## src/rtl/itch_pkg.sv

```systemverilog
package itch_pkg;

    // one word on the output bus
    localparam int WORD_BITS = 32;
    typedef logic [WORD_BITS-1:0] word_t;

    // add order message length in words
    localparam int MSG_WORDS = 9;

    // whole message, word 0 in the low bits
    typedef logic [MSG_WORDS*WORD_BITS-1:0] msg_bits_t;

    // message type and side characters
    localparam logic [7:0] MSG_TYPE_ADD   = 8'h41;
    localparam logic [7:0] SIDE_CHAR_BUY  = 8'h42;
    localparam logic [7:0] SIDE_CHAR_SELL = 8'h53;

    // header fields
    typedef logic [15:0] locate_t;
    typedef logic [15:0] tracking_t;
    typedef logic [47:0] timestamp_t;

endpackage

```

## src/rtl/quote_pkg.sv

```systemverilog
package quote_pkg;

    typedef logic [31:0] price_t;
    typedef logic [31:0] qty_t;

    typedef enum logic [1:0] {
        AAPL  = 2'd0,
        AMZN  = 2'd1,
        GOOGL = 2'd2,
        MSFT  = 2'd3
    } symbol_t;

    typedef enum logic {
        BUY  = 1'b0,
        SELL = 1'b1
    } side_t;

    typedef logic [63:0] order_ref_t;

    // ascii, space padded, first character in the high byte
    typedef logic [63:0] ticker_t;

    // one order per side of a quote
    localparam int NUM_SIDES = 2;

endpackage

```

## src/rtl/order_if.sv

```systemverilog
`timescale 1ns/1ps

interface order_if;

    logic                   valid;
    quote_pkg::side_t       side;
    quote_pkg::price_t      price;
    quote_pkg::qty_t        quantity;
    quote_pkg::symbol_t     symbol;
    quote_pkg::order_ref_t  order_ref;
    itch_pkg::timestamp_t   timestamp;
    itch_pkg::locate_t      locate;
    itch_pkg::tracking_t    tracking;

    modport src (
        output valid, side, price, quantity, symbol,
        output order_ref, timestamp, locate, tracking
    );

    modport dst (
        input valid, side, price, quantity, symbol,
        input order_ref, timestamp, locate, tracking
    );

endinterface

```

## src/rtl/add_order_encoder.sv

```systemverilog
`timescale 1ns/1ps

module add_order_encoder (
    input  logic                i_clk,
    input  logic                i_rst_n,
    order_if.dst                i_order,
    output logic                o_msg_valid,
    output itch_pkg::msg_bits_t o_msg
);

    quote_pkg::ticker_t  ticker;
    logic [7:0]          side_char;
    itch_pkg::word_t     words [itch_pkg::MSG_WORDS];
    logic                msg_valid_q;
    itch_pkg::msg_bits_t msg_q;

    // symbol to padded ascii ticker
    always_comb begin
        ticker = 64'h2020202020202020;
        case (i_order.symbol)
            quote_pkg::AAPL:  ticker = 64'h4141504c20202020;
            quote_pkg::AMZN:  ticker = 64'h414d5a4e20202020;
            quote_pkg::GOOGL: ticker = 64'h474f4f474c202020;
            quote_pkg::MSFT:  ticker = 64'h4d53465420202020;
            default:          ticker = 64'h2020202020202020;
        endcase
    end

    assign side_char = (i_order.side == quote_pkg::SELL) ? itch_pkg::SIDE_CHAR_SELL
                                                         : itch_pkg::SIDE_CHAR_BUY;

    // add order word layout
    always_comb begin
        words[0] = {i_order.tracking[7:0], i_order.locate, itch_pkg::MSG_TYPE_ADD};
        words[1] = {i_order.timestamp[23:0], i_order.tracking[15:8]};
        words[2] = {i_order.order_ref[7:0], i_order.timestamp[47:24]};
        words[3] = i_order.order_ref[39:8];
        words[4] = {i_order.order_ref[63:40], side_char};
        words[5] = i_order.quantity;
        words[6] = ticker[31:0];
        words[7] = ticker[63:32];
        words[8] = i_order.price;
    end

    always_ff @(posedge i_clk) begin
        if (!i_rst_n) begin
            msg_valid_q <= 1'b0;
        end else begin
            msg_valid_q <= i_order.valid;
        end
    end

    // output register bank, loaded on the strobe
    always_ff @(posedge i_clk) begin
        if (i_order.valid) begin
            for (int w = 0; w < itch_pkg::MSG_WORDS; w++) begin
                msg_q[w*itch_pkg::WORD_BITS +: itch_pkg::WORD_BITS] <= words[w];
            end
        end
    end

    assign o_msg_valid = msg_valid_q;
    assign o_msg       = msg_q;

endmodule

```

## src/rtl/order_word_serializer.sv

```systemverilog
`timescale 1ns/1ps

module order_word_serializer (
    input  logic                i_clk,
    input  logic                i_rst_n,
    input  logic [quote_pkg::NUM_SIDES-1:0] i_msg_valid,
    input  itch_pkg::msg_bits_t i_msg [quote_pkg::NUM_SIDES],
    output itch_pkg::word_t     o_word,
    output logic                o_word_valid,
    output logic                o_word_last,
    output logic                o_msg_done
);

    // buy words 0..8 then sell words 0..8
    localparam int TOTAL_WORDS = quote_pkg::NUM_SIDES * itch_pkg::MSG_WORDS;

    typedef enum logic {
        IDLE,
        SEND
    } state_t;

    state_t                 state_q;
    logic [TOTAL_WORDS-1:0] sel_q;
    itch_pkg::word_t        buf_q [TOTAL_WORDS];
    itch_pkg::word_t        word_mux;
    logic                   last_word;

    // one-hot select walks through all 18 words
    always_ff @(posedge i_clk) begin
        if (!i_rst_n) begin
            state_q <= IDLE;
            sel_q   <= '0;
        end else begin
            case (state_q)
                IDLE: begin
                    if (&i_msg_valid) begin
                        state_q <= SEND;
                        sel_q   <= {{(TOTAL_WORDS-1){1'b0}}, 1'b1};
                    end
                end
                SEND: begin
                    if (sel_q[TOTAL_WORDS-1]) begin
                        state_q <= IDLE;
                        sel_q   <= '0;
                    end else begin
                        sel_q <= sel_q << 1;
                    end
                end
                default: begin
                    state_q <= IDLE;
                    sel_q   <= '0;
                end
            endcase
        end
    end

    // each side's message lands in its half of the buffer
    always_ff @(posedge i_clk) begin
        for (int s = 0; s < quote_pkg::NUM_SIDES; s++) begin
            if (i_msg_valid[s]) begin
                for (int w = 0; w < itch_pkg::MSG_WORDS; w++) begin
                    buf_q[s*itch_pkg::MSG_WORDS + w] <=
                        i_msg[s][w*itch_pkg::WORD_BITS +: itch_pkg::WORD_BITS];
                end
            end
        end
    end

    // and-or mux over the one-hot select
    always_comb begin
        word_mux = '0;
        for (int k = 0; k < TOTAL_WORDS; k++) begin
            if (sel_q[k]) begin
                word_mux = word_mux | buf_q[k];
            end
        end
    end

    assign last_word    = (state_q == SEND) && sel_q[TOTAL_WORDS-1];
    assign o_word       = word_mux;
    assign o_word_valid = (state_q == SEND);
    assign o_word_last  = last_word;
    assign o_msg_done   = last_word;

endmodule

```

## src/rtl/quote_dispatcher.sv

```systemverilog
`timescale 1ns/1ps

module quote_dispatcher (
    input  logic                  i_clk,
    input  logic                  i_rst_n,
    input  logic                  i_quote_valid,
    input  quote_pkg::symbol_t    i_symbol,
    input  quote_pkg::price_t     i_buy_price,
    input  quote_pkg::price_t     i_sell_price,
    input  quote_pkg::qty_t       i_quantity,
    input  itch_pkg::locate_t     i_locate,
    input  itch_pkg::tracking_t   i_tracking,
    input  itch_pkg::timestamp_t  i_timestamp,
    input  logic                  i_msg_done,
    output logic                  o_busy,
    order_if.src                  o_order [quote_pkg::NUM_SIDES]
);

    // quote number n, the order refs are 2n and 2n+1
    localparam int CNT_W = $bits(quote_pkg::order_ref_t) - 1;

    logic                   busy_q;
    logic                   valid_q;
    logic                   done_q;
    logic                   accept;
    logic [CNT_W-1:0]       quote_cnt_q;

    quote_pkg::symbol_t     symbol_q;
    quote_pkg::qty_t        quantity_q;
    itch_pkg::locate_t      locate_q;
    itch_pkg::tracking_t    tracking_q;
    itch_pkg::timestamp_t   timestamp_q;
    quote_pkg::price_t      price_q [quote_pkg::NUM_SIDES];
    quote_pkg::order_ref_t  ref_q [quote_pkg::NUM_SIDES];

    assign accept = i_quote_valid && !busy_q;

    // busy falls on the edge after the last word
    always_ff @(posedge i_clk) begin
        if (!i_rst_n) begin
            busy_q      <= 1'b0;
            valid_q     <= 1'b0;
            done_q      <= 1'b0;
            quote_cnt_q <= '0;
        end else begin
            valid_q <= accept;
            done_q  <= i_msg_done;
            if (accept) begin
                busy_q      <= 1'b1;
                quote_cnt_q <= quote_cnt_q + 1'b1;
            end else if (done_q) begin
                busy_q <= 1'b0;
            end
        end
    end

    // quote fields, meaningful only with the strobe
    always_ff @(posedge i_clk) begin
        if (accept) begin
            symbol_q    <= i_symbol;
            quantity_q  <= i_quantity;
            locate_q    <= i_locate;
            tracking_q  <= i_tracking;
            timestamp_q <= i_timestamp;
            price_q[0]  <= i_buy_price;
            price_q[1]  <= i_sell_price;
            ref_q[0]    <= {quote_cnt_q, 1'b0};
            ref_q[1]    <= {quote_cnt_q, 1'b1};
        end
    end

    assign o_busy = busy_q;

    for (genvar g = 0; g < quote_pkg::NUM_SIDES; g++) begin : g_side
        assign o_order[g].valid     = valid_q;
        assign o_order[g].side      = (g == 0) ? quote_pkg::BUY : quote_pkg::SELL;
        assign o_order[g].price     = price_q[g];
        assign o_order[g].quantity  = quantity_q;
        assign o_order[g].symbol    = symbol_q;
        assign o_order[g].order_ref = ref_q[g];
        assign o_order[g].timestamp = timestamp_q;
        assign o_order[g].locate    = locate_q;
        assign o_order[g].tracking  = tracking_q;
    end

endmodule

```

## src/rtl/quote_order_tx.sv

```systemverilog
`timescale 1ns/1ps

module quote_order_tx (
    input  logic                  i_clk,
    input  logic                  i_rst_n,
    input  logic                  i_quote_valid,
    input  quote_pkg::symbol_t    i_symbol,
    input  quote_pkg::price_t     i_buy_price,
    input  quote_pkg::price_t     i_sell_price,
    input  quote_pkg::qty_t       i_quantity,
    input  itch_pkg::locate_t     i_locate,
    input  itch_pkg::tracking_t   i_tracking,
    input  itch_pkg::timestamp_t  i_timestamp,
    output logic                  o_busy,
    output itch_pkg::word_t       o_word,
    output logic                  o_word_valid,
    output logic                  o_word_last
);

    logic [quote_pkg::NUM_SIDES-1:0] msg_valid;
    itch_pkg::msg_bits_t             msg [quote_pkg::NUM_SIDES];
    logic                            msg_done;

    order_if order_bus [quote_pkg::NUM_SIDES] ();

    quote_dispatcher u_dispatcher (
        .i_clk         (i_clk),
        .i_rst_n       (i_rst_n),
        .i_quote_valid (i_quote_valid),
        .i_symbol      (i_symbol),
        .i_buy_price   (i_buy_price),
        .i_sell_price  (i_sell_price),
        .i_quantity    (i_quantity),
        .i_locate      (i_locate),
        .i_tracking    (i_tracking),
        .i_timestamp   (i_timestamp),
        .i_msg_done    (msg_done),
        .o_busy        (o_busy),
        .o_order       (order_bus)
    );

    // one encoder per side
    for (genvar g = 0; g < quote_pkg::NUM_SIDES; g++) begin : g_enc
        add_order_encoder u_encoder (
            .i_clk       (i_clk),
            .i_rst_n     (i_rst_n),
            .i_order     (order_bus[g]),
            .o_msg_valid (msg_valid[g]),
            .o_msg       (msg[g])
        );
    end

    order_word_serializer u_serializer (
        .i_clk        (i_clk),
        .i_rst_n      (i_rst_n),
        .i_msg_valid  (msg_valid),
        .i_msg        (msg),
        .o_word       (o_word),
        .o_word_valid (o_word_valid),
        .o_word_last  (o_word_last),
        .o_msg_done   (msg_done)
    );

endmodule

```

## config.mk

```make
export PLATFORM = sky130hd
export DESIGN_NAME = quote_order_tx
export DESIGN_NICKNAME = d
export VERILOG_FILES = /design/src/rtl/itch_pkg.sv /design/src/rtl/quote_pkg.sv /design/src/rtl/order_if.sv /design/src/rtl/add_order_encoder.sv /design/src/rtl/order_word_serializer.sv /design/src/rtl/quote_dispatcher.sv /design/src/rtl/quote_order_tx.sv
export SDC_FILE = /design/constraint.sdc
export NUM_CORES = 1
export LEC_CHECK = 0
export ABC_CLOCK_PERIOD_IN_PS = 7300
export BUFFER_PORTS_ARGS = -buffer_cell sky130_fd_sc_hd__buf_2
export CAP_MARGIN = 30
export CORE_ASPECT_RATIO = 0.5
export CORE_MARGIN = 3
export CORE_UTILIZATION = 30
export DETAILED_ROUTE_END_ITERATION = 16
export PLACE_DENSITY_LB_ADDON = 0.1
export SETUP_SLACK_MARGIN = 0.05
export SYNTH_ARGS = -nofsm -noshare
export SYNTH_HDL_FRONTEND = slang
export SYNTH_SLANG_ARGS = --single-unit
```

## constraint.sdc

```tcl
create_clock -name i_clk -period 7.3 [get_ports i_clk]
set_input_delay 1.46 -clock i_clk [delete_from_list [all_inputs] [get_ports i_clk]]
set_output_delay 1.46 -clock i_clk [all_outputs]
set_load 0.05 [all_outputs]
```

==> impl_results.md, run 1 <==
- Status: finished clean
- Measured slew at the worst slew-check pin: 1.03 ns
- Max-slew headroom: 0.313
- Hold Crit Class: reg2reg
- Core region area: 89,200 um^2
- Cell leakage power: 10.8 nW
- CTS max path bufs: 3
- Critical path data required time: 5.84 ns
- Number of global-route vias before repair: 14,044
- Max cap viols: 0
- Most common cell after layout, fill and taps aside: edfxtp_1
- Crit-path slowest cell: a221oi_1
- Fmax: 212 MHz
- CTS clk-pin slew, worst paths: 0.06 ns
- Chip width: 432 um
- Commonest cells after routing, fill and taps aside: edfxtp_1 (733), buf_2 (215), dfxtp_1 (82)
- CP peak stage delay: 0.67 ns
- CP cell instances: or2_2, buf_4, a221oi_1, nand3_1, buf_2
- Port buffer count: 215
- Clk_skew: 0.0178 ns
- Power Density: 294 nW/um^2
- Final hold violations: 0
- Initial core utilization: 0.306
- Hold path cells: 0
- Num CTS Buffers: 78
- Endpoints failing setup: 0
- Total number of vias: 13,262
- Detailed placement HPWL: 41,000 um
- Post-synthesis sequential area ratio: 0.870
- Die Ht: 219 um
- Die Area: 94,800 um^2
- Routed vias/inst: 4.61
- Mean Syn Cell Area: 19.9 um^2
- Antenna violations before repair: 9
- Layout fillers: 8,317
- DR iter-0 viols: 1,267
- Synth cell types: 45
- Area growth from synthesis to layout: 18.4%
- I/O pins: 216
- Max FO, Critical Path: 18
- Total GRT Usage: 0.134
- Worst hold margin: 0.410 ns
- # hold bufs at CTS: 0
- RD Place Congestion: 0.769
- Routed WL per cell: 22.1 um
- Site Rows: 77
- Cell count along the critical path: 5
- R2R cell count: 5
- EDFF count, synth: 733
- Crit path DAT: 3.25 ns
- Antenna Nets Post-Route: 0
- Diode count: 0
- Setup Buffers After CTS: 0
- TNS Setup: 0 ns
- Async set or reset register ratio after synthesis: 0
- RSZ-0062 raised after global routing: false
- Clock sink count: 819
- Final net count: 1,818
- Largest net degree at the start of global routing: 162
- Slew Limit Fails: 0
- Netlist Area Pre-Place: 27,300 um^2
- Htree depth: 3
- CP Buf/Inv Count: 2
- Mapped Cells: 1,368
- CTS root buf: clkbuf_16
- CTS tree: done
- Total grt overflow: 0
- Syn. warnings: 0
- Yosys reg bits: 819
- Overall routed net length: 63,500 um
- Setup CP Type: reg2out
- Detailed-route DRC error count: 0
- DRT Pass-1 Iters: 7
- CP endpoint kind: primary output
- Post-CTS resize count: 0
- Crit path launch type: flop
- Worst VDD drop: 129 uV
- Synth Flop Type: edfxtp_1
- Net count after synthesis: 1,555
- First-pass GRT wire length: 92,900 um
- Crit path max-delay family: simple AND/OR/NAND/NOR gates
- Final Cycle Share: 0.645
- Final worst path period need: 4.71 ns
- Latest clock arrival within the worst-skew pair: 0.62 ns
- Layout cell share with drive strength beyond 1: 0.215
report_power, final:
part / internal (W) / switching (W) / total (W)
Clock: 0.00226 / 0.00168 / 0.00394
Combinational: 0.0000555 / 0.000141 / 0.000196
Sequential: 0.00529 / 0.0000618 / 0.00535
Total: 0.00760 / 0.00189 / 0.00949
registers in the layout (all words and copies together) (netlist names):
register                        flops
g_enc.u_encoder.o_msg             246
u_serializer.buf_q                246
u_dispatcher.price_q               64
u_dispatcher.quote_cnt_q           63
u_dispatcher.ref_q                 63
u_dispatcher.o_order.timestamp     48
u_dispatcher.o_order.quantity      32
u_serializer.sel_q                 18
u_dispatcher.o_order.locate        16
u_dispatcher.o_order.tracking      16
u_dispatcher.o_order.symbol         2
g_enc.u_encoder.o_msg_valid         1
u_dispatcher.done_q                 1
u_dispatcher.o_busy                 1
u_dispatcher.o_order.valid          1
u_serializer.o_word_valid           1
metal layers:
| layer | vias up | GRT usage | routed length, um | part of all wire |
|---|---|---|---|---|
| met1 | 6885 | 0.189 | 29500 | 0.46 |
| met3 | 90 | 0.0271 | 3030 | 0.048 |
| met2 | 287 | 0.211 | 29700 | 0.47 |
| met4 | 6 | 0.0364 | 1310 | 0.021 |
| li1 | 5994 | - | - | - |
| met5 | - | 0 | 41 | 0.00065 |
synth_stat cells, types with 2 or more instances:
library cell | n | share of area
or2_2 | 10 | 0.0023
edfxtp_1 | 733 | 0.81
a21boi_0 | 26 | 0.0072
ha_1 | 6 | 0.0028
nor2_1 | 9 | 0.0012
a222oi_1 | 29 | 0.011
or3_1 | 28 | 0.0064
a221oi_1 | 25 | 0.0080
o31ai_1 | 3 | 0.00083
clkbuf_1 | 45 | 0.0062
xor2_1 | 13 | 0.0042
nor3_1 | 7 | 0.0013
a21oi_1 | 4 | 0.00073
a21boi_1 | 4 | 0.0011
xnor2_1 | 17 | 0.0055
nand2_1 | 55 | 0.0076
and4_1 | 4 | 0.0013
nor3b_1 | 2 | 0.00055
o21ai_0 | 28 | 0.0051
or4_1 | 4 | 0.0011
o21a_1 | 3 | 0.00083
a22oi_1 | 59 | 0.016
nor2b_1 | 20 | 0.0046
nand4_1 | 31 | 0.0071
dfxtp_1 | 86 | 0.063
and3_1 | 6 | 0.0014
nand4_2 | 3 | 0.0014
a22o_1 | 3 | 0.00096
inv_1 | 12 | 0.0017
nor4_1 | 6 | 0.0014
nor4_4 | 2 | 0.0016
and2_1 | 35 | 0.0080
nand3_1 | 38 | 0.0070
metrics by stage:
| stage | instance area, um^2 | utilization | power, W | worst slack [ns] | std cells |
|---|---|---|---|---|---|
| after floorplan | 27300 | - | 0.00554 | 0.993 | 1368 |
| after detailed placement | 29800 | 0.334 | 0.00566 | 3.00 | 2735 |
| after CTS | 32300 | 0.362 | 0.00964 | 2.33 | 2873 |
| after global placement | 29800 | 0.334 | 0.00565 | 2.90 | 2734 |
| after global routing | 32300 | 0.362 | 0.00987 | 2.40 | 2874 |
| final | 32300 | 0.362 | 0.00949 | 2.59 | 2874 |
kinds of logic (layout without fill, tap and decap cells):
kind of cell               Yosys count  after routing  share of synthesized area
xor gates and xnor gates            30             30                    0.00964
adders and majority gates            6              6                    0.00275
buffers and inverters               61            382                    0.00876
and+or+nand+nor                    263            263                     0.0552
AOI/OAI and AO/OA                  188            188                     0.0530
DFF                                819            819                      0.870
muxes                                1              1                   0.000367
final cells by class:
cell class	count	area, um^2	area share
inverters	12	45.0	0.00140
flip-flops and latches	819	23700	0.736
clock inverters	35	299	0.00927
repair buffers	232	1240	0.0385
well taps	1185	1480	0.0459
clock buffers	103	2160	0.0669
multi-input cells	488	3300	0.102
worst paths after layout:
check                                            from                                        end  slack, ns
min            g_enc[1].u_encoder.o_msg[16]$_DFFE_PP_        u_serializer.buf_q[9][16]$_DFFE_PP_       0.41
max                u_serializer.sel_q[1]$_SDFFE_PN0P_                                  o_word[0]       2.59
min reg2reg    g_enc[1].u_encoder.o_msg[16]$_DFFE_PP_        u_serializer.buf_q[9][16]$_DFFE_PP_       0.41
max reg2reg  u_dispatcher.quote_cnt_q[8]$_SDFFE_PN0P_  u_dispatcher.quote_cnt_q[35]$_SDFFE_PN0P_       4.32
No activity file was read; power rests on OpenSTA's default activity.
==> inputs of run 2 (changes only) <==
--- a/config.mk
+++ b/config.mk
@@ -5,7 +5,7 @@
 export SDC_FILE = /design/constraint.sdc
 export NUM_CORES = 1
 export LEC_CHECK = 0
-export ABC_CLOCK_PERIOD_IN_PS = 7300
+export ABC_CLOCK_PERIOD_IN_PS = 4000
 export BUFFER_PORTS_ARGS = -buffer_cell sky130_fd_sc_hd__buf_2
 export CAP_MARGIN = 30
 export CORE_ASPECT_RATIO = 0.5
==> constraint.sdc (replaced) <==
create_clock -name i_clk -period 4 [get_ports i_clk]
set_input_delay 0.8 -clock i_clk [delete_from_list [all_inputs] [get_ports i_clk]]
set_output_delay 0.8 -clock i_clk [all_outputs]
set_load 0.05 [all_outputs]
==> impl_results.md, run 2 (same netlist as run 1, synthesis figures left out) <==
- Routed vias/inst: 4.57 (was 4.61)
- Detailed placement HPWL: 40,400 um (was 41,000 um)
- CP cell instances: or2_2, nand2_1, nand2_1, a221oi_1, nand3_1, buf_2 (was or2_2, buf_4, a221oi_1, nand3_1, buf_2)
- Power Density: 534 nW/um^2 (was 294 nW/um^2)
- Htree depth: 3 (unchanged)
- First-pass GRT wire length: 91,400 um (was 92,900 um)
- Worst VDD drop: 268 uV (was 129 uV)
- Total number of vias: 13,180 (was 13,262)
- Latest clock arrival within the worst-skew pair: 0.62 ns (about the same)
- Worst R2R Setup Slack: 1.45 ns (was 4.32 ns)
- Net Switching: 0.00346 W (was 0.00189 W)
- Cell repeated most along the worst path: nand2_1
- Net switching share of the total power: 0.200 (was 0.199)
- Die Area: 94,800 um^2 (unchanged)
- Overall routed net length: 63,200 um (was 63,500 um)
- Port buffer count: 215 (unchanged)
- Clk_skew: 0.0176 ns (was 0.0178 ns)
- Hold Crit Class: in2reg (was reg2reg)
- DRT Pass-1 Iters: 7 (unchanged)
- Crit path DAT: 2.77 ns (was 3.25 ns)
- RD Place Congestion: 0.747 (was 0.769)
- Crit path launch type: flop (unchanged)
- Cell leakage power: 10.8 nW (about the same)
- Detailed-route DRC error count: 0 (unchanged)
- Cell count along the critical path: 6 (was 5)
- Setup Buffers After CTS: 0 (unchanged)
- Antenna violations before repair: 2 (was 9)
- Crit path max-delay family: simple AND/OR/NAND/NOR gates (unchanged)
- Slew Limit Fails: 0 (unchanged)
- Post-CTS resize count: 0 (unchanged)
- CTS root buf: clkbuf_16 (unchanged)
- CP Buf/Inv Count: 1 (was 2)
- Setup CP Type: reg2out (unchanged)
- Multi-input logic area: 3300 um^2 (unchanged)
- Final worst path period need: 3.57 ns
- I/O pins: 216 (unchanged)
- Die Ht: 219 um (unchanged)
- Largest net degree at the start of global routing: 154 (was 162)
- Critical R2R Launch: u_dispatcher.quote_cnt_q[25]$_SDFFE_PN0P_ (was u_dispatcher.quote_cnt_q[8]$_SDFFE_PN0P_)
- Capturing point of the worst reg2reg path: u_dispatcher.quote_cnt_q[57]$_SDFFE_PN0P_ (was u_dispatcher.quote_cnt_q[35]$_SDFFE_PN0P_)
- Status: finished clean (unchanged)
- # hold bufs at CTS: 0 (unchanged)
- Total internal power: 0.0138 W (was 0.00760 W)
- Fmax: 280 MHz
- Final hold violations: 0 (unchanged)
- Worst setup path startpoint: u_serializer.sel_q[7]$_SDFFE_PN0P_ (was u_serializer.sel_q[1]$_SDFFE_PN0P_)
- Crit-path slowest cell: or2_2 (was a221oi_1)
- CTS clk-pin slew, worst paths: 0.06 ns (about the same)
- DR iter-0 viols: 1,133 (was 1,267)
- FF+latch area: 23,700 um^2 (unchanged)
- Layout fillers: 8,324 (was 8,317)
- R2R cell count: 5 (unchanged)
- CTS max path bufs: 3 (unchanged)
- Chip width: 432 um (unchanged)
- Max cap viols: 0 (unchanged)
- Worst hold margin: 0.350 ns (was 0.410 ns)
- Register share of total power: 0.565 (was 0.564)
- Antenna Nets Post-Route: 0 (unchanged)
- Routed WL per cell: 21.9 um (was 22.1 um)
- Core Util, Final: 0.363 (was 0.362)
- Commonest cells after routing, fill and taps aside: edfxtp_1 (733), buf_2 (215), dfxtp_1 (82) (unchanged)
- Total GRT Usage: 0.132 (was 0.134)
- Critical path data required time: 3.20 ns (was 5.84 ns)
- Number of global-route vias before repair: 13,809 (was 14,044)
- End of the critical path: o_word[11] (was o_word[0])
- Measured slew at the worst slew-check pin: 1.06 ns (was 1.03 ns)
- Num CTS Buffers: 78 (unchanged)
- Final Cycle Share: 0.893
- Endpoints failing setup: 0 (unchanged)
- Layout cell share with drive strength beyond 1: 0.215 (about the same)
- Total power: 0.0173 W (was 0.00949 W)
- Max FO, Critical Path: 14 (was 18)
- Clock sink count: 819 (unchanged)
- Gate power share: 0.021 (about the same)
- Most common cell after layout, fill and taps aside: edfxtp_1 (unchanged)
- Site Rows: 77 (unchanged)
- TNS Setup: 0 ns (unchanged)
- CP peak stage delay: 0.55 ns (was 0.67 ns)
- Max-slew headroom: 0.293 (was 0.313)
- Core region area: 89,200 um^2 (unchanged)
- Area growth from synthesis to layout: 18.6% (was 18.4%)
- CTS tree: done (unchanged)
- Clk pwr share: 0.413 (was 0.415)
- Final net count: 1,824 (was 1,818)
- Total grt overflow: 0 (unchanged)
- RSZ-0062 raised after global routing: false (unchanged)
- Initial core utilization: 0.306 (unchanged)
- CP endpoint kind: primary output (unchanged)
[run 2: cell count changes in the layout (fill, tap and decap cells not counted), sizes merged]
cell      change
clkbuf        +4
diode         +2
clkinv        -2
buf           +6
inv           +1
clkinvlp      +2
bufinv        -1
[run 2: area by class of cell]
cell class              count  area share
clock buffers             107      0.0669
repair buffers            238      0.0405
multi-input cells         488       0.102
flip-flops and latches    819       0.734
well taps                1185      0.0458
inverters                  12     0.00139
clock inverters            35     0.00882
diodes                      2    0.000155
[run 2: power by group through the flow]
stage	Sequential [W]	Combinational, W	Clock, W
finish	0.00976	0.000364	0.00714
global route	0.00978	0.000401	0.00778
CTS	0.00977	0.000380	0.00742
detailed placement	0.00995	0.000379	0
global placement	0.00995	0.000366	0
floorplan	0.00995	0.000121	0
[run 2: worst min-delay path by stage]
stage,slack (ns),startpoint,cells past startpoint,to
after global routing,0.31,i_tracking[0],1,u_dispatcher.o_order[0].tracking[0]$_DFFE_PP_
final,0.35,i_tracking[0],1,u_dispatcher.o_order[0].tracking[0]$_DFFE_PP_
after detailed placement,0.40,u_dispatcher.ref_q[0][76]$_DFFE_PP_,0,g_enc[1].u_encoder.o_msg[100]$_DFFE_PP_
after global placement,0.40,g_enc[1].u_encoder.o_msg[49]$_DFFE_PP_,0,u_serializer.buf_q[10][17]$_DFFE_PP_
after floorplan,0.40,u_dispatcher.ref_q[0][63]$_DFFE_PP_,0,g_enc[0].u_encoder.o_msg[159]$_DFFE_PP_
after CTS,0.29,i_tracking[0],1,u_dispatcher.o_order[0].tracking[0]$_DFFE_PP_
[run 2: stage by stage]
step                      area (um^2)  setup WS [ns]  instances
after global routing            32300          0.249       2884
after floorplan                 27300          0.350       1368
after CTS                       32300          0.326       2883
after global placement          29900           1.03       2741
after detailed placement        29900          0.944       2741
final                           32300          0.427       2886
[run 2: per-layer routing]
metal / share of wire / vias to the layer above / global-route usage
li1: - / 6014 / -
met5: 0 / - / 0
met1: 0.47 / 6771 / 0.187
met4: 0.027 / 0 / 0.0437
met3: 0.044 / 100 / 0.0251
met2: 0.46 / 295 / 0.204
